[src/addsub_defines.svh]
// Widths and testbench limits for the add/subtract block, included by the package and bench
`ifndef ADDSUB_DEFINES_SVH
`define ADDSUB_DEFINES_SVH

// Width of one I or Q lane of an sc16 sample
`define ADDSUB_SAMP_W 16

// Context word and its tuser (header word type)
`define ADDSUB_CTX_W  64
`define ADDSUB_USER_W 4

// ------------------------------
// Limits seen by the testbench
// ------------------------------
`define ADDSUB_NUM_PKTS    40
`define ADDSUB_MAX_PKT_LEN 16
`define ADDSUB_CTX_PER_PKT 2
// Cycles allowed per beat before the run is declared hung
`define ADDSUB_CYC_PER_BEAT 8

`endif

[src/addsub_pkg.sv]
// Shared sample and context types for the add/subtract block, imported by RTL and bench
package addsub_pkg;

  `include "addsub_defines.svh"

  // ------------------------------
  // Sample types
  // ------------------------------

  // One signed I or Q lane, wraps in two's complement
  typedef logic signed [`ADDSUB_SAMP_W-1:0] iq_t;

  // One complex sc16 sample
  // Q sits in the upper half, I in the lower half
  typedef logic [2*`ADDSUB_SAMP_W-1:0] sc16_t;

  // ------------------------------
  // Context types
  // ------------------------------

  // One packet header / context word
  typedef logic [`ADDSUB_CTX_W-1:0] ctx_t;

  // Context tuser, carries the header word type
  typedef logic [`ADDSUB_USER_W-1:0] ctx_user_t;

endpackage

[src/addsub_ifs.sv]
// Sample and context stream interfaces used to wire the add/subtract block internally

// ------------------------------
// sc16 payload stream
// ------------------------------
interface sample_stream_if
  import addsub_pkg::*;
();

  // One sc16 beat plus framing
  sc16_t tdata;
  logic  tlast;
  // Handshake, a beat moves when both are high on a clk edge
  logic  tvalid;
  logic  tready;

  // Producer side
  modport src (
    output tdata,
    output tlast,
    output tvalid,
    input  tready
  );

  // Consumer side
  modport dst (
    input  tdata,
    input  tlast,
    input  tvalid,
    output tready
  );

endinterface

// ------------------------------
// Context (header) stream
// ------------------------------
interface ctx_stream_if
  import addsub_pkg::*;
();

  ctx_t      tdata;
  // Header word type
  ctx_user_t tuser;
  logic      tlast;
  logic      tvalid;
  logic      tready;

  modport src (
    output tdata,
    output tuser,
    output tlast,
    output tvalid,
    input  tready
  );

  modport dst (
    input  tdata,
    input  tuser,
    input  tlast,
    input  tvalid,
    output tready
  );

endinterface

[src/addsub_core.sv]
// Joins sc16 streams A and B and registers the lane-wise wrapped sum and difference
module addsub_core
  import addsub_pkg::*;
(
  input  logic         clk,
  input  logic         rst,
  // Payload inputs
  sample_stream_if.dst in_a,
  sample_stream_if.dst in_b,
  // Payload outputs
  sample_stream_if.src sum,
  sample_stream_if.src diff
);

  // ------------------------------
  // Lane split and arithmetic
  // ------------------------------

  // Input lanes
  iq_t   a_i;
  iq_t   a_q;
  iq_t   b_i;
  iq_t   b_q;

  // Result lanes, wrapped to lane width
  iq_t   sum_i;
  iq_t   sum_q;
  iq_t   diff_i;
  iq_t   diff_q;

  // Output slot registers
  sc16_t sum_data;
  sc16_t diff_data;
  logic  sum_last;
  logic  diff_last;
  logic  sum_vld;
  logic  diff_vld;

  // Join control
  logic  sum_free;
  logic  diff_free;
  logic  pair_take;

  // I in the low half, Q in the high half
  assign a_i = iq_t'(in_a.tdata[`ADDSUB_SAMP_W-1:0]);
  assign a_q = iq_t'(in_a.tdata[2*`ADDSUB_SAMP_W-1:`ADDSUB_SAMP_W]);
  assign b_i = iq_t'(in_b.tdata[`ADDSUB_SAMP_W-1:0]);
  assign b_q = iq_t'(in_b.tdata[2*`ADDSUB_SAMP_W-1:`ADDSUB_SAMP_W]);

  // Plain modulo 2^16 math, no saturation
  assign sum_i  = a_i + b_i;
  assign sum_q  = a_q + b_q;
  assign diff_i = a_i - b_i;
  assign diff_q = a_q - b_q;

  // ------------------------------
  // Join logic
  // ------------------------------

  // A slot can take a beat when it is empty or is draining this edge
  assign sum_free  = !sum_vld  || sum.tready;
  assign diff_free = !diff_vld || diff.tready;

  // A and B only move together, and only when both slots can load
  assign pair_take = in_a.tvalid && in_b.tvalid && sum_free && diff_free;

  assign in_a.tready = pair_take;
  assign in_b.tready = pair_take;

  // ------------------------------
  // Output slots
  // ------------------------------

  // Valid flags, each one cleared by its own ready
  always_ff @(posedge clk) begin
    if (rst) begin
      sum_vld  <= 1'b0;
      diff_vld <= 1'b0;
    end else begin
      if (pair_take) begin
        sum_vld <= 1'b1;
      end else if (sum.tready) begin
        sum_vld <= 1'b0;
      end
      if (pair_take) begin
        diff_vld <= 1'b1;
      end else if (diff.tready) begin
        diff_vld <= 1'b0;
      end
    end
  end

  // Payload loads only on a taken pair so a held beat stays stable
  always_ff @(posedge clk) begin
    if (pair_take) begin
      sum_data  <= {sum_q, sum_i};
      diff_data <= {diff_q, diff_i};
      // Framing follows stream A
      sum_last  <= in_a.tlast;
      diff_last <= in_a.tlast;
    end
  end

  assign sum.tdata   = sum_data;
  assign sum.tlast   = sum_last;
  assign sum.tvalid  = sum_vld;

  assign diff.tdata  = diff_data;
  assign diff.tlast  = diff_last;
  assign diff.tvalid = diff_vld;

endmodule

[src/ctx_split.sv]
// Registers each context beat of stream A and hands one copy to each output stream
module ctx_split
  import addsub_pkg::*;
(
  input  logic      clk,
  input  logic      rst,
  // Context from stream A
  ctx_stream_if.dst in_ctx,
  // Copies for the sum and difference streams
  ctx_stream_if.src out_a,
  ctx_stream_if.src out_b
);

  // ------------------------------
  // Held beat and pending flags
  // ------------------------------

  ctx_t      ctx_data;
  ctx_user_t ctx_user;
  logic      ctx_last;

  // Set while that output still owes the held beat
  logic      pend_a;
  logic      pend_b;

  logic      take;

  // Free when nothing is owed or every owed copy leaves this edge
  assign in_ctx.tready = (!pend_a || out_a.tready) && (!pend_b || out_b.tready);
  assign take          = in_ctx.tvalid && in_ctx.tready;

  always_ff @(posedge clk) begin
    if (rst) begin
      pend_a <= 1'b0;
      pend_b <= 1'b0;
    end else begin
      // New beat owes both copies
      if (take) begin
        pend_a <= 1'b1;
      end else if (out_a.tready) begin
        pend_a <= 1'b0;
      end
      if (take) begin
        pend_b <= 1'b1;
      end else if (out_b.tready) begin
        pend_b <= 1'b0;
      end
    end
  end

  // Beat register, tuser and tlast ride along unchanged
  always_ff @(posedge clk) begin
    if (take) begin
      ctx_data <= in_ctx.tdata;
      ctx_user <= in_ctx.tuser;
      ctx_last <= in_ctx.tlast;
    end
  end

  // ------------------------------
  // Output copies
  // ------------------------------

  assign out_a.tdata  = ctx_data;
  assign out_a.tuser  = ctx_user;
  assign out_a.tlast  = ctx_last;
  assign out_a.tvalid = pend_a;

  assign out_b.tdata  = ctx_data;
  assign out_b.tuser  = ctx_user;
  assign out_b.tlast  = ctx_last;
  assign out_b.tvalid = pend_b;

endmodule

[src/addsub_block.sv]
// Top of the two-stream add/subtract block with plain AXI-Stream ports for payload and context
module addsub_block
  import addsub_pkg::*;
(
  input  logic      clk,
  input  logic      rst,
  // Stream A payload
  input  sc16_t     in_a_tdata,
  input  logic      in_a_tlast,
  input  logic      in_a_tvalid,
  output logic      in_a_tready,
  // Stream B payload
  input  sc16_t     in_b_tdata,
  input  logic      in_b_tlast,
  input  logic      in_b_tvalid,
  output logic      in_b_tready,
  // Stream A context, B has none
  input  ctx_t      in_a_ctx_tdata,
  input  ctx_user_t in_a_ctx_tuser,
  input  logic      in_a_ctx_tlast,
  input  logic      in_a_ctx_tvalid,
  output logic      in_a_ctx_tready,
  // Sum payload
  output sc16_t     sum_tdata,
  output logic      sum_tlast,
  output logic      sum_tvalid,
  input  logic      sum_tready,
  // Difference payload
  output sc16_t     diff_tdata,
  output logic      diff_tlast,
  output logic      diff_tvalid,
  input  logic      diff_tready,
  // Sum context
  output ctx_t      sum_ctx_tdata,
  output ctx_user_t sum_ctx_tuser,
  output logic      sum_ctx_tlast,
  output logic      sum_ctx_tvalid,
  input  logic      sum_ctx_tready,
  // Difference context
  output ctx_t      diff_ctx_tdata,
  output ctx_user_t diff_ctx_tuser,
  output logic      diff_ctx_tlast,
  output logic      diff_ctx_tvalid,
  input  logic      diff_ctx_tready
);

  // ------------------------------
  // Internal streams
  // ------------------------------

  sample_stream_if in_a ();
  sample_stream_if in_b ();
  sample_stream_if sum ();
  sample_stream_if diff ();

  ctx_stream_if in_a_ctx ();
  ctx_stream_if sum_ctx ();
  ctx_stream_if diff_ctx ();

  // Payload inputs
  assign in_a.tdata  = in_a_tdata;
  assign in_a.tlast  = in_a_tlast;
  assign in_a.tvalid = in_a_tvalid;
  assign in_a_tready = in_a.tready;

  assign in_b.tdata  = in_b_tdata;
  assign in_b.tlast  = in_b_tlast;
  assign in_b.tvalid = in_b_tvalid;
  assign in_b_tready = in_b.tready;

  // Payload outputs
  assign sum_tdata   = sum.tdata;
  assign sum_tlast   = sum.tlast;
  assign sum_tvalid  = sum.tvalid;
  assign sum.tready  = sum_tready;

  assign diff_tdata  = diff.tdata;
  assign diff_tlast  = diff.tlast;
  assign diff_tvalid = diff.tvalid;
  assign diff.tready = diff_tready;

  // Context input, A drives framing for both outputs
  assign in_a_ctx.tdata  = in_a_ctx_tdata;
  assign in_a_ctx.tuser  = in_a_ctx_tuser;
  assign in_a_ctx.tlast  = in_a_ctx_tlast;
  assign in_a_ctx.tvalid = in_a_ctx_tvalid;
  assign in_a_ctx_tready = in_a_ctx.tready;

  // Context outputs
  assign sum_ctx_tdata    = sum_ctx.tdata;
  assign sum_ctx_tuser    = sum_ctx.tuser;
  assign sum_ctx_tlast    = sum_ctx.tlast;
  assign sum_ctx_tvalid   = sum_ctx.tvalid;
  assign sum_ctx.tready   = sum_ctx_tready;

  assign diff_ctx_tdata   = diff_ctx.tdata;
  assign diff_ctx_tuser   = diff_ctx.tuser;
  assign diff_ctx_tlast   = diff_ctx.tlast;
  assign diff_ctx_tvalid  = diff_ctx.tvalid;
  assign diff_ctx.tready  = diff_ctx_tready;

  // ------------------------------
  // Context duplication
  // ------------------------------

  ctx_split ctx_split_i (
    .clk    (clk),
    .rst    (rst),
    .in_ctx (in_a_ctx),
    .out_a  (sum_ctx),
    .out_b  (diff_ctx)
  );

  // ------------------------------
  // Add/subtract datapath
  // ------------------------------

  addsub_core addsub_core_i (
    .clk  (clk),
    .rst  (rst),
    .in_a (in_a),
    .in_b (in_b),
    .sum  (sum),
    .diff (diff)
  );

endmodule

[config.mk]
export PLATFORM = sky130hd
export DESIGN_NAME = addsub_block
export DESIGN_NICKNAME = d
export VERILOG_FILES = /design/src/addsub_pkg.sv /design/src/addsub_ifs.sv /design/src/addsub_core.sv /design/src/ctx_split.sv /design/src/addsub_block.sv
export VERILOG_INCLUDE_DIRS = /design/src /design/src/src
export SDC_FILE = /design/constraint.sdc
export NUM_CORES = 1
export LEC_CHECK = 0
export ABC_AREA = 1
export BUFFER_PORTS_ARGS = -buffer_cell sky130_fd_sc_hd__buf_2
export CORE_AREA = 10 10 142 144
export CTS_CLUSTER_SIZE = 28
export DETAILED_ROUTE_END_ITERATION = 12
export DIE_AREA = 0 0 152 154
export MAX_ROUTING_LAYER = met4
export PLACE_DENSITY = 0.82
export RECOVER_POWER = 100
export SLEW_MARGIN = 10
export SYNTH_ARGS = -nofsm -noshare
export SYNTH_HDL_FRONTEND = slang
export SYNTH_SLANG_ARGS = --single-unit
export TNS_END_PERCENT = 100
[constraint.sdc]
create_clock -name clk -period 3.7 [get_ports clk]
set_clock_uncertainty 0.1 [all_clocks]
set_input_delay 0.185 -clock clk [delete_from_list [all_inputs] [get_ports clk]]
set_output_delay 0.185 -clock clk [all_outputs]
set_load 0.02 [all_outputs]
==> metrics.log, run 1 <==
INFO  metric outcome = complete, no violations
INFO  metric clock_slew_at_the_register_clock_pins_of_the_worst_setup_and_hold_paths = approximately 60 ps
INFO  metric timing_max_transition_violations_final = 0
INFO  metric drt-total-wl = 28.27 mm
INFO  metric areal_power_density_over_the_cells = 448.7 nW/um^2
INFO  metric fin_setup_tns = 0 ps
INFO  metric drt_iter0_drc = approximately 470
INFO  metric remaining_drc_errors = 0
INFO  metric power.total = 4.900 mW
INFO  metric synth_cell_type_count = 29
INFO  metric synth_area_per_cell = 8.963 sq um
INFO  metric proportion_of_layout_cells_with_a_drive_suffix_above_1 = 13.97%
INFO  metric globalplace.congestion = about 0.96
INFO  metric hold_violations = 0
INFO  metric number_of_buffers_inserted_by_port_buffering = 353
INFO  metric fmax = 0.3530 GHz
INFO  metric syn-num-nets = 1154
INFO  metric design.final.nets = 1512
INFO  metric tritoncts_num_sinks = 136
INFO  metric drt-vias-per-instance = 4.855
INFO  metric synth.yosys.seq_area_share = approximately 48%
INFO  metric num_antenna_cells = 0
INFO  metric clk_latency = around 420 ps
INFO  metric post_drt_wl_per_cell = 18.33 um
INFO  metric critPathKind = input pin to flip-flop
INFO  metric synthesis.instances = 946
INFO  metric filler_cell_count = 1521
INFO  metric boundaryPins = 355
INFO  metric tightestPinTransition = 1221 ps
INFO  metric post_cts.resized_instances = 0
INFO  metric syn2layout_area_growth = 28.79%
INFO  metric power.static_leakage = 5.272 nW
INFO  metric cts.root.buffer_cell = sky130_fd_sc_hd__clkbuf_16
INFO  metric initial_utilization = between 40% and 50%
INFO  metric ctsLongestPathBuffers = 2
INFO  metric tritoncts.num_buffers = 17
INFO  metric grt_antenna_before_repair = 0
INFO  metric ys_seq_elements = 136
INFO  metric timing.critical_path.to_type = flip-flop
INFO  metric track_usage = 23.86%
INFO  metric netlist_top_cells_area = sky130_fd_sc_hd__edfxtp_1 47%, sky130_fd_sc_hd__nand2_1 12%, sky130_fd_sc_hd__ha_1 8.9%, sky130_fd_sc_hd__buf_4 7.5%, sky130_fd_sc_hd__inv_1 6.8%
INFO  metric die_w = 152 um
INFO  metric die_height = 154 um
INFO  metric vias = 7487
INFO  metric cap_violations = 0
INFO  metric vdd_drop_max = approximately 0.32 mV
INFO  metric netlist_area = 8479 sq um
INFO  metric coreArea = about 17000 sq um
INFO  metric ys.warnings.count = 0
INFO  metric grt_max_degree = 36
INFO  metric grt_overflow = 0
INFO  metric cts_htree_levels = 4
INFO  metric timing.critical_path.arrival = 2770 ps
INFO  metric final_util = ~64%
INFO  metric detailedRoute.firstPassIterationCount = 5
INFO  metric final_cell_area = 10920 sq um
INFO  metric tcrit_tclk_final = 76.57%
INFO  metric synth_top_cell_by_area = sky130_fd_sc_hd__edfxtp_1
INFO  metric layout_min_cycle_time = 2833 ps
INFO  metric startpoint_type = input pin
INFO  metric setup_viol_count_final = 0
INFO  metric critPathMaxFanout = 35
INFO  metric via_count_of_the_first_global_routing_pass = 7662
INFO  metric dp_hpwl = 22.38 mm
INFO  metric timing.hold.worst.class = input pin to flip-flop
INFO  metric cts_tree = done
INFO  metric relSlewSlack = 18.54%
INFO  metric post_cts_buffers = 0
INFO  metric core.rowCount = 48
INFO  metric global_route_wire_length_before_repair = 42.70 mm
INFO  metric critPathRequiredTime = 3640 ps
INFO  metric proportion_of_netlist_area_held_by_the_largest_area_contributor = 46.75%
INFO  metric floorplan.die_area = 23410 sq um
INFO  metric postRouteAntennaNets = 0
INFO  metric setup_repair_after_global_routing_missed_its_margin = no
INFO  metric placement_cell_area = 9824 sq um
Yosys cell counts:
library cell               number
sky130_fd_sc_hd__nand2_1      269
sky130_fd_sc_hd__inv_1        154
sky130_fd_sc_hd__edfxtp_1     132
sky130_fd_sc_hd__buf_4         85
sky130_fd_sc_hd__ha_1          60
sky130_fd_sc_hd__nor2_1        51
sky130_fd_sc_hd__nand3_1       48
sky130_fd_sc_hd__a21oi_1       38
sky130_fd_sc_hd__xor2_1        23
sky130_fd_sc_hd__inv_2         11
sky130_fd_sc_hd__nand4_1       11
sky130_fd_sc_hd__buf_6          8
sky130_fd_sc_hd__and2_1         7
sky130_fd_sc_hd__xnor2_1        7
sky130_fd_sc_hd__nand2_2        6
sky130_fd_sc_hd__o21bai_1       5
sky130_fd_sc_hd__a21oi_2        4
sky130_fd_sc_hd__dfxtp_1        4
sky130_fd_sc_hd__fa_1           4
sky130_fd_sc_hd__nor3_2         4
sky130_fd_sc_hd__o21ai_0        3
sky130_fd_sc_hd__and3_1         2
sky130_fd_sc_hd__nor2_2         2
sky130_fd_sc_hd__nor3_1         2
sky130_fd_sc_hd__o21ai_1        2
sky130_fd_sc_hd__a21oi_4        1
sky130_fd_sc_hd__buf_2          1
sky130_fd_sc_hd__nand2_4        1
sky130_fd_sc_hd__nand3b_1       1
logic make-up after synthesis:
kind of cell	Yosys count	share of synthesized area, %
buffers and inverters	259	15.95
AND/OR/NAND/NOR	404	19.88
XOR/XNOR	30	3.099
flip-flops	136	47.69
adder cells (fa/ha/maj)	64	9.798
AO/OA/AOI/OAI	53	3.586
critical path, cell delays in order:
cell	delay [ps]
sky130_fd_sc_hd__dlygate4sd3_1	530
sky130_fd_sc_hd__buf_2	100
sky130_fd_sc_hd__inv_1	30
sky130_fd_sc_hd__nand2_1	70
sky130_fd_sc_hd__nand2_1	50
sky130_fd_sc_hd__inv_1	70
sky130_fd_sc_hd__nand2_1	100
sky130_fd_sc_hd__inv_1	810
sky130_fd_sc_hd__clkbuf_2	800
power breakdown:
part	total, mW	switching [mW]	internal, mW
Sequential	1.91	0.0534	1.85
Combinational	1.13	0.766	0.363
Clock	1.86	0.718	1.15
final timing paths:
check | slack, ps | startpoint | end | depth (start not counted)
worst min register to register | 410 | addsub_core_i.sum.tvalid | addsub_core_i.sum.tvalid | 2
worst max-delay path | 870 | diff_ctx_tready | ctx_split_i.out_a.tdata[1] | 9
worst min-delay path | 6 | in_a_tvalid | addsub_core_i.diff.tvalid | 3
worst max register to register | 970 | ctx_split_i.out_a.tvalid | ctx_split_i.out_a.tdata[1] | 6
through the flow:
stage	setup slack [ps]	hold WS, ps	instances
floorplan	1043	154.1	946
global placement	1625	261.4	1434
detailed placement	1578	263.2	1434
CTS	1486	3.510	1542
global route	678.7	2.713	1542
finish	867.0	6.048	1542
routing by layer:
metal,track usage (%),vias up,routed length [um]
met5,-,-,0
met1,24.84,3479,10720
li1,-,3634,-
met4,11.10,0,1152
met2,42.35,317,14750
met3,5.188,57,1637
layout make-up:
class,instances,area [sq um],area share (%)
inverters,165,619.3,5.671
clock inverters,15,212.7,1.948
repair buffers,433,2268,20.77
well taps,225,281.5,2.578
clock buffers,17,425.4,3.895
multi-input cells,551,3069,28.10
flip-flops and latches,136,4044,37.03
cells in the final DEF (no fill, tap or decap), types with 5 or more instances in the layout:
cell,n
sky130_fd_sc_hd__clkbuf_1,225
sky130_fd_sc_hd__ha_1,60
sky130_fd_sc_hd__buf_2,130
sky130_fd_sc_hd__o21bai_1,5
sky130_fd_sc_hd__nand2_1,272
sky130_fd_sc_hd__nand3_1,48
sky130_fd_sc_hd__a21oi_1,39
sky130_fd_sc_hd__edfxtp_1,132
sky130_fd_sc_hd__dlygate4sd3_1,76
sky130_fd_sc_hd__xor2_1,23
sky130_fd_sc_hd__xnor2_1,7
sky130_fd_sc_hd__nand4_1,11
sky130_fd_sc_hd__inv_1,157
sky130_fd_sc_hd__clkbuf_16,17
sky130_fd_sc_hd__nor2_1,52
sky130_fd_sc_hd__inv_2,8
repair_timing:
action | 4_1_cts | 5_1_grt
setup endpoints to repair | 0 | 0
hold endpoints to repair | 74 | 0
hold buffers | 76 | 0
flip-flops by register name, summed over array words and instances (netlist names):
| signal | cells |
|---|---|
| ctx_split_i.out_a.tlast | 1 |
| ctx_split_i.out_a.tdata | 64 |
| ctx_split_i.out_a.tuser | 4 |
| addsub_core_i.diff.tvalid | 1 |
| addsub_core_i.sum.tvalid | 1 |
| ctx_split_i.out_a.tvalid | 1 |
| addsub_core_i.sum.tdata | 30 |
| ctx_split_i.out_b.tvalid | 1 |
| addsub_core_i.diff.tlast | 1 |
| addsub_core_i.diff.tdata | 32 |
(Power assumes the default switching activity.)
==> run 2: changes to the inputs <==
- CORE_AREA: 10 10 142 144 -> 10 10 143 145
- DIE_AREA: 0 0 152 154 -> 0 0 153 155
- PLACE_DENSITY: 0.82 -> 0.8
- clock period: 3.7 -> 2.9 ns (I/O delays scaled with it)
==> run 2 against run 1 <==
Net effect: global-route usage decreased by 1.3 points; critical path depth decreased by 2; final area down 0.13%.
==> metrics.log, run 2 (synthesized netlist as in run 1, its figures left out) <==
INFO  metric drt_iter0_drc = around 420
INFO  metric timing.hold.ws = 29.30 ps
INFO  metric min-delay-start = in_a_tdata[1]
INFO  metric most-common-layout-cells = 272 x sky130_fd_sc_hd__nand2_1, 225 x sky130_fd_sc_hd__clkbuf_1, 155 x sky130_fd_sc_hd__inv_1
INFO  metric core.rowCount = 49
INFO  metric grt_overflow = 0
INFO  metric tritoncts.num_buffers = 17
INFO  metric die_w = 153 um
INFO  metric via_count_of_the_first_global_routing_pass = 7636
INFO  metric layout_min_cycle_time = 2445 ps
INFO  metric power.static_leakage = 5.251 nW
INFO  metric syn2layout_area_growth = 28.63%
INFO  metric proportion_of_layout_cells_with_a_drive_suffix_above_1 = between 10% and 20%
INFO  metric drt-vias-per-instance = 4.812
INFO  metric globalplace.congestion = 0.9437
INFO  metric boundaryPins = 355
INFO  metric final_cell_count_no_fill = 1549
INFO  metric design.final.nets = 1513
INFO  metric tightestPinTransition = 1013 ps
INFO  metric vias = 7454
INFO  metric tcrit_tclk_final = 84.30%
INFO  metric wl_met1 = 10.30 mm
INFO  metric largest_register_ff_count = 64
INFO  metric cts_htree_levels = 4
INFO  metric clock_slew_at_the_register_clock_pins_of_the_worst_setup_and_hold_paths = roughly 70 ps
INFO  metric number_of_buffers_inserted_by_port_buffering = between 300 and 400
INFO  metric hold_violations = 0
INFO  metric cap_violations = 0
INFO  metric timing_max_transition_violations_final = 0
INFO  metric dp_hpwl = 21.05 mm
INFO  metric drt-total-wl = 27.22 mm
INFO  metric placement_cell_area = a little under 10000 sq um
INFO  metric fmax = slightly above 0.4 GHz
INFO  metric layout_commonest_cell = sky130_fd_sc_hd__nand2_1
INFO  metric fin_setup_tns = 0 ps
INFO  metric grt_max_degree = 60
INFO  metric timing.critical_path.to_type = flip-flop
INFO  metric rr_startpoint = addsub_core_i.sum.tvalid
INFO  metric kind_of_cell_adding_the_most_delay_to_the_critical_path = buffers and inverters
INFO  metric remaining_drc_errors = 0
INFO  metric hold_end = addsub_core_i.sum.tdata[1]
INFO  metric final_util = between 60 and 70%
INFO  metric worst-r2r-cell-count = 4
INFO  metric clk_latency = 420 ps
INFO  metric place_worst_setup_slack = between 800 and 900 ps
INFO  metric timing.hold.worst.class = input pin to flip-flop
INFO  metric critPathKind = input pin to flip-flop
INFO  metric power.total = 6.005 mW
INFO  metric areal_power_density_over_the_cells = 550.6 nW/um^2
INFO  metric post_cts.resized_instances = 0
INFO  metric dr_wl_met2 = 14.54 mm
INFO  metric final_cell_area = roughly 11000 sq um
INFO  metric detailedRoute.firstPassIterationCount = 5
INFO  metric global_route_wire_length_before_repair = between 40 and 50 mm
INFO  metric post_drt_wl_per_cell = 17.57 um
INFO  metric initial_utilization = 48.02%
INFO  metric filler_cell_count = 1579
INFO  metric critical_path.reg2reg.endpoint = addsub_core_i.sum.tdata[29]
INFO  metric track_usage = 22.59%
INFO  metric timing.critical_path.arrival = 2370 ps
INFO  metric die_height = 155 um
INFO  metric cp_cell_sequence = dlygate4sd3_1 > buf_2 > inv_1 > nand2_1 > nand4_1 > inv_2 > dlymetal6s2s_1
INFO  metric numPlacedInstances = between 1000 and 1500
INFO  metric critical_path_buf_inv_count = 5
INFO  metric grt_antenna_before_repair = 1
INFO  metric post_cts_buffers = 0
INFO  metric timing.hold.worst_path_depth = 2
INFO  metric setup_viol_count_final = 0
INFO  metric outcome = complete, no violations
INFO  metric postRouteAntennaNets = 0
INFO  metric routed.top_layer = met4
INFO  metric vdd_drop_max = 0.4056 mV
INFO  metric cts.root.buffer_cell = sky130_fd_sc_hd__clkbuf_16
INFO  metric startpoint_type = input pin
INFO  metric critPathMaxFanout = 22
INFO  metric ctsLongestPathBuffers = 2
INFO  metric cpPeakStageDelay = 850 ps
INFO  metric setup_repair_after_global_routing_missed_its_margin = no
INFO  metric route.met3.wl = 1.589 mm
INFO  metric floorplan.die_area = 23720 sq um
INFO  metric coreArea = 17660 sq um
INFO  metric postLayoutSetupSlackWorst = 455.3 ps
INFO  metric relSlewSlack = 32.36%
INFO  metric tritoncts_num_sinks = 136
INFO  metric reg2reg_slack = roughly 530 ps
INFO  metric critPathRequiredTime = 2830 ps
INFO  metric critical-path-slowest-cell = sky130_fd_sc_hd__dlymetal6s2s_1
INFO  metric cts_tree = done
## run 2: changes by cell type in the layout (fill, tap and decap cells not counted), moves of 2 or more
cell | previous run | this run
sky130_fd_sc_hd__inv_2 | 8 | 10
sky130_fd_sc_hd__clkinv_4 | 3 | 1
sky130_fd_sc_hd__clkinv_1 | 1 | 3
sky130_fd_sc_hd__diode_2 | 0 | 2
sky130_fd_sc_hd__inv_1 | 157 | 155
sky130_fd_sc_hd__dlygate4sd3_1 | 76 | 78
sky130_fd_sc_hd__clkinvlp_4 | 0 | 4
sky130_fd_sc_hd__bufinv_16 | 4 | 2
## run 2: layer usage
metal  up-vias  global-route usage (%)
met5         -                       -
met4         0                   9.173
met3        45                   4.301
met2       312                   40.97
met1      3446                   23.76
li1       3651                       -
## run 2: area by class of cell
| type | count | area (sq um) | area share, % |
|---|---|---|---|
| clock buffer | 18 | 429.2 | 3.935 |
| clock inverter | 14 | 147.6 | 1.354 |
| inverter | 165 | 619.3 | 5.679 |
| antenna | 2 | 5.005 | 0.04589 |
| timing repair buffer | 434 | 2307 | 21.15 |
| multi-input combinational | 551 | 3068 | 28.13 |
| sequential | 136 | 4044 | 37.08 |
| tap | 229 | 286.5 | 2.627 |
## run 2: worst max path at each step
stage,cells after the start,to,startpoint,slack (ps)
after floorplan,5,ctx_split_i.out_a.tdata[0],ctx_split_i.out_a.tvalid,240
after global placement,12,addsub_core_i.diff.tdata[30],in_a_tdata[16],890
after detailed placement,12,addsub_core_i.diff.tdata[30],in_a_tdata[16],840
after CTS,8,in_a_tready,sum_tready,690
after global routing,7,addsub_core_i.sum.tdata[31],sum_tready,280
final,7,addsub_core_i.sum.tdata[29],sum_tready,460
## run 2: timing repair
item / 4_1_cts / 5_1_grt
hold endpoints to repair: 74 / 0
endpoints found under the setup margin: 0 / 0
hold buffers: 78 / 0
## run 2: power by group
part	internal, mW	total (mW)	switching (mW)
Sequential	2.36	2.43	0.0659
Clock	1.27	2.15	0.874
Combinational	0.466	1.43	0.963
## run 2: worst register-to-register path, delay by kind of cell (launching register included)
family,cells,cell delay [ps]
buffers and inverters,2,1300
DFF,1,320
and+or+nand+nor,2,250
==> run 3: changes to the inputs <==
- CORE_AREA: 10 10 143 145 -> 10 10 150 152
- DIE_AREA: 0 0 153 155 -> 0 0 160 162
- PLACE_DENSITY: 0.8 -> 0.77
- clock period: 2.9 -> 2.13 ns (I/O delays scaled with it)
==> run 3 against run 2 <==
Net effect: sequential share of layout area is 0.43 points lower; clock-buffer cell count decreased by 1; critical path depth grew 1; final area rose by 1.5%; flip-flop and latch count unchanged; largest power group unchanged; via count decreased by 0.27%.
==> metrics.log, run 3 (synthesized netlist as in run 1, its figures left out) <==
INFO  metric outcome = complete, no violations
INFO  metric die_w = between 150 and 200 um
INFO  metric timing_max_transition_violations_final = 0
INFO  metric timing.critical_path.to_type = output port
INFO  metric fmax = 0.4880 GHz
INFO  metric hold_violations = 0
INFO  metric coreArea = 19400 sq um
INFO  metric placement_cell_area = 9967 sq um
INFO  metric largest_register_ff_count = 64
INFO  metric tritoncts.num_buffers = 17
INFO  metric power.share.clock = approximately a third
INFO  metric boundaryPins = approximately 360
INFO  metric final_cell_area = 11080 sq um
INFO  metric power_frac_seq = 40.7%
INFO  metric setup_viol_count_final = 0
INFO  metric drt_iter0_drc = 572
INFO  metric clock_slew_at_the_register_clock_pins_of_the_worst_setup_and_hold_paths = 60 ps
INFO  metric tritoncts_num_sinks = 136
INFO  metric timing.critical_path.arrival = 1840 ps
INFO  metric power.static_leakage = 5.292 nW
INFO  metric cts.root.buffer_cell = sky130_fd_sc_hd__clkbuf_16
INFO  metric syn2layout_area_growth = 30.62%
INFO  metric globalplace.congestion = 0.9202
INFO  metric die_height = between 150 and 200 um
INFO  metric detailedRoute.firstPassIterationCount = 5
INFO  metric vdd_drop_max = 0.3567 mV
INFO  metric ctsLongestPathBuffers = 2
INFO  metric switching_share = roughly a third
INFO  metric postRouteAntennaNets = 0
INFO  metric grt_overflow = 0
INFO  metric tcrit_tclk_final = 96.20%
INFO  metric areal_power_density_over_the_cells = 734.6 nW/um^2
INFO  metric drt-total-wl = 27.70 mm
INFO  metric cap_violations = 0
INFO  metric cts_tree = done
INFO  metric proportion_of_layout_cells_with_a_drive_suffix_above_1 = 15.81%
INFO  metric setup_repair_after_global_routing_missed_its_margin = no
INFO  metric global_route_wire_length_before_repair = 42.03 mm
INFO  metric design.final.nets = 1523
INFO  metric vias = approximately 7400
INFO  metric cts_htree_levels = 4
INFO  metric layout_min_cycle_time = 2049 ps
INFO  metric critPathKind = input pin to output port
INFO  metric critPathMaxFanout = 65
INFO  metric startpoint_type = input pin
INFO  metric grt_max_degree = 66
INFO  metric timing.hold.ws = 61.91 ps
INFO  metric number_of_buffers_inserted_by_port_buffering = 353
INFO  metric track_usage = 21.14%
INFO  metric most-common-layout-cells = 269 x sky130_fd_sc_hd__nand2_1, 217 x sky130_fd_sc_hd__clkbuf_1, 152 x sky130_fd_sc_hd__inv_1
INFO  metric dp_hpwl = 21.25 mm
INFO  metric final_util = 57.09%
INFO  metric power.internal = 5.503 mW
INFO  metric clk_latency = 400 ps
INFO  metric drt-vias-per-instance = 4.661
INFO  metric via_count_of_the_first_global_routing_pass = ~7500
INFO  metric timing.hold.worst.class = input pin to flip-flop
INFO  metric critPathRequiredTime = 1920 ps
INFO  metric core.rowCount = 51
INFO  metric final_cell_count_no_fill = 1595
INFO  metric floorplan.die_area = approximately 26000 sq um
INFO  metric relSlewSlack = 69.32%
INFO  metric switchingPower = between 2 and 3 mW
INFO  metric post_drt_wl_per_cell = 17.37 um
INFO  metric power.total = 8.136 mW
INFO  metric tightestPinTransition = about 460 ps
INFO  metric post_cts_buffers = 0
INFO  metric power.combinational.fraction = 24.2%
INFO  metric layout_commonest_cell = sky130_fd_sc_hd__nand2_1
INFO  metric initial_utilization = a little over two fifths
INFO  metric numPlacedInstances = 1477
INFO  metric grt_antenna_before_repair = 2
INFO  metric remaining_drc_errors = 0
## run 3: cell count changes in the layout (fill, tap and decap cells not counted), moves of 3 or more
cell                            delta
sky130_fd_sc_hd__buf_2             +9
sky130_fd_sc_hd__clkbuf_1          -8
sky130_fd_sc_hd__dlygate4sd3_1     +6
sky130_fd_sc_hd__dfxtp_1           -4
sky130_fd_sc_hd__dfxtp_4           +4
sky130_fd_sc_hd__inv_1             -3
sky130_fd_sc_hd__nand2_1           -3
sky130_fd_sc_hd__nand2_2           +3
## run 3: critical path: stages
cell and delay (ps):
sky130_fd_sc_hd__dlygate4sd3_1 570, sky130_fd_sc_hd__buf_2 110, sky130_fd_sc_hd__inv_1 30, sky130_fd_sc_hd__nand2_1 70, sky130_fd_sc_hd__nand4_1 160, sky130_fd_sc_hd__clkinvlp_2 180, sky130_fd_sc_hd__buf_16 280, sky130_fd_sc_hd__buf_2 240
## run 3: metrics by stage
stage,setup TNS [ps],worst slack [ps]
floorplan,-847.3,-12.28
global placement,0,228.5
detailed placement,0,211.4
CTS,0,104.4
global route,0,15.31
finish,0,81.00
## run 3: repair_timing
action,4_1_cts,5_1_grt
endpoints found under the hold margin,78,0
setup endpoints to repair,0,5
gates resized for setup,0,3
hold buffers,84,0
## run 3: cell type report
class | count | area, sq um
fillers | 1810 | 8323
clock inverters | 15 | 141.4
clock buffers | 17 | 425.4
inverters | 165 | 624.3
repair buffers | 444 | 2404
well taps | 265 | 331.6
multi-input cells | 551 | 3085
flip-flops and latches | 136 | 4059
diodes | 2 | 5.005
## run 3: power by group through the flow
stage	combinational, mW	sequential (mW)	clock, mW
3_5_place_dp	1.92	3.35	0
3_3_place_gp	1.88	3.35	0
5_1_grt	2.16	3.33	3.02
2_1_floorplan	1.13	3.58	0
4_1_cts	2.05	3.30	2.92
6_report	1.97	3.31	2.86
## run 3: path summary, 6_finish.rpt
path                                                 from                           to  slack, ps  cells past startpoint
worst max register to register   ctx_split_i.out_a.tvalid  ctx_split_i.out_a.tdata[35]        200                      6
worst max-delay path                           sum_tready                  in_a_tready         80                      8
worst min-delay path                        in_a_tdata[0]  addsub_core_i.diff.tdata[0]         60                      4
worst min register to register  addsub_core_i.diff.tvalid    addsub_core_i.diff.tvalid        950                      3
## run 3: metal layers
layer	part of all wire (%)	routed length, um	global-route usage, %	up-vias
met3	6.4	1786	4.272	37
met4	2.7	754	6.970	0
met2	53	14590	38.32	336
met5	0	0	-	-
met1	38	10580	22.71	3406
li1	-	-	-	3655
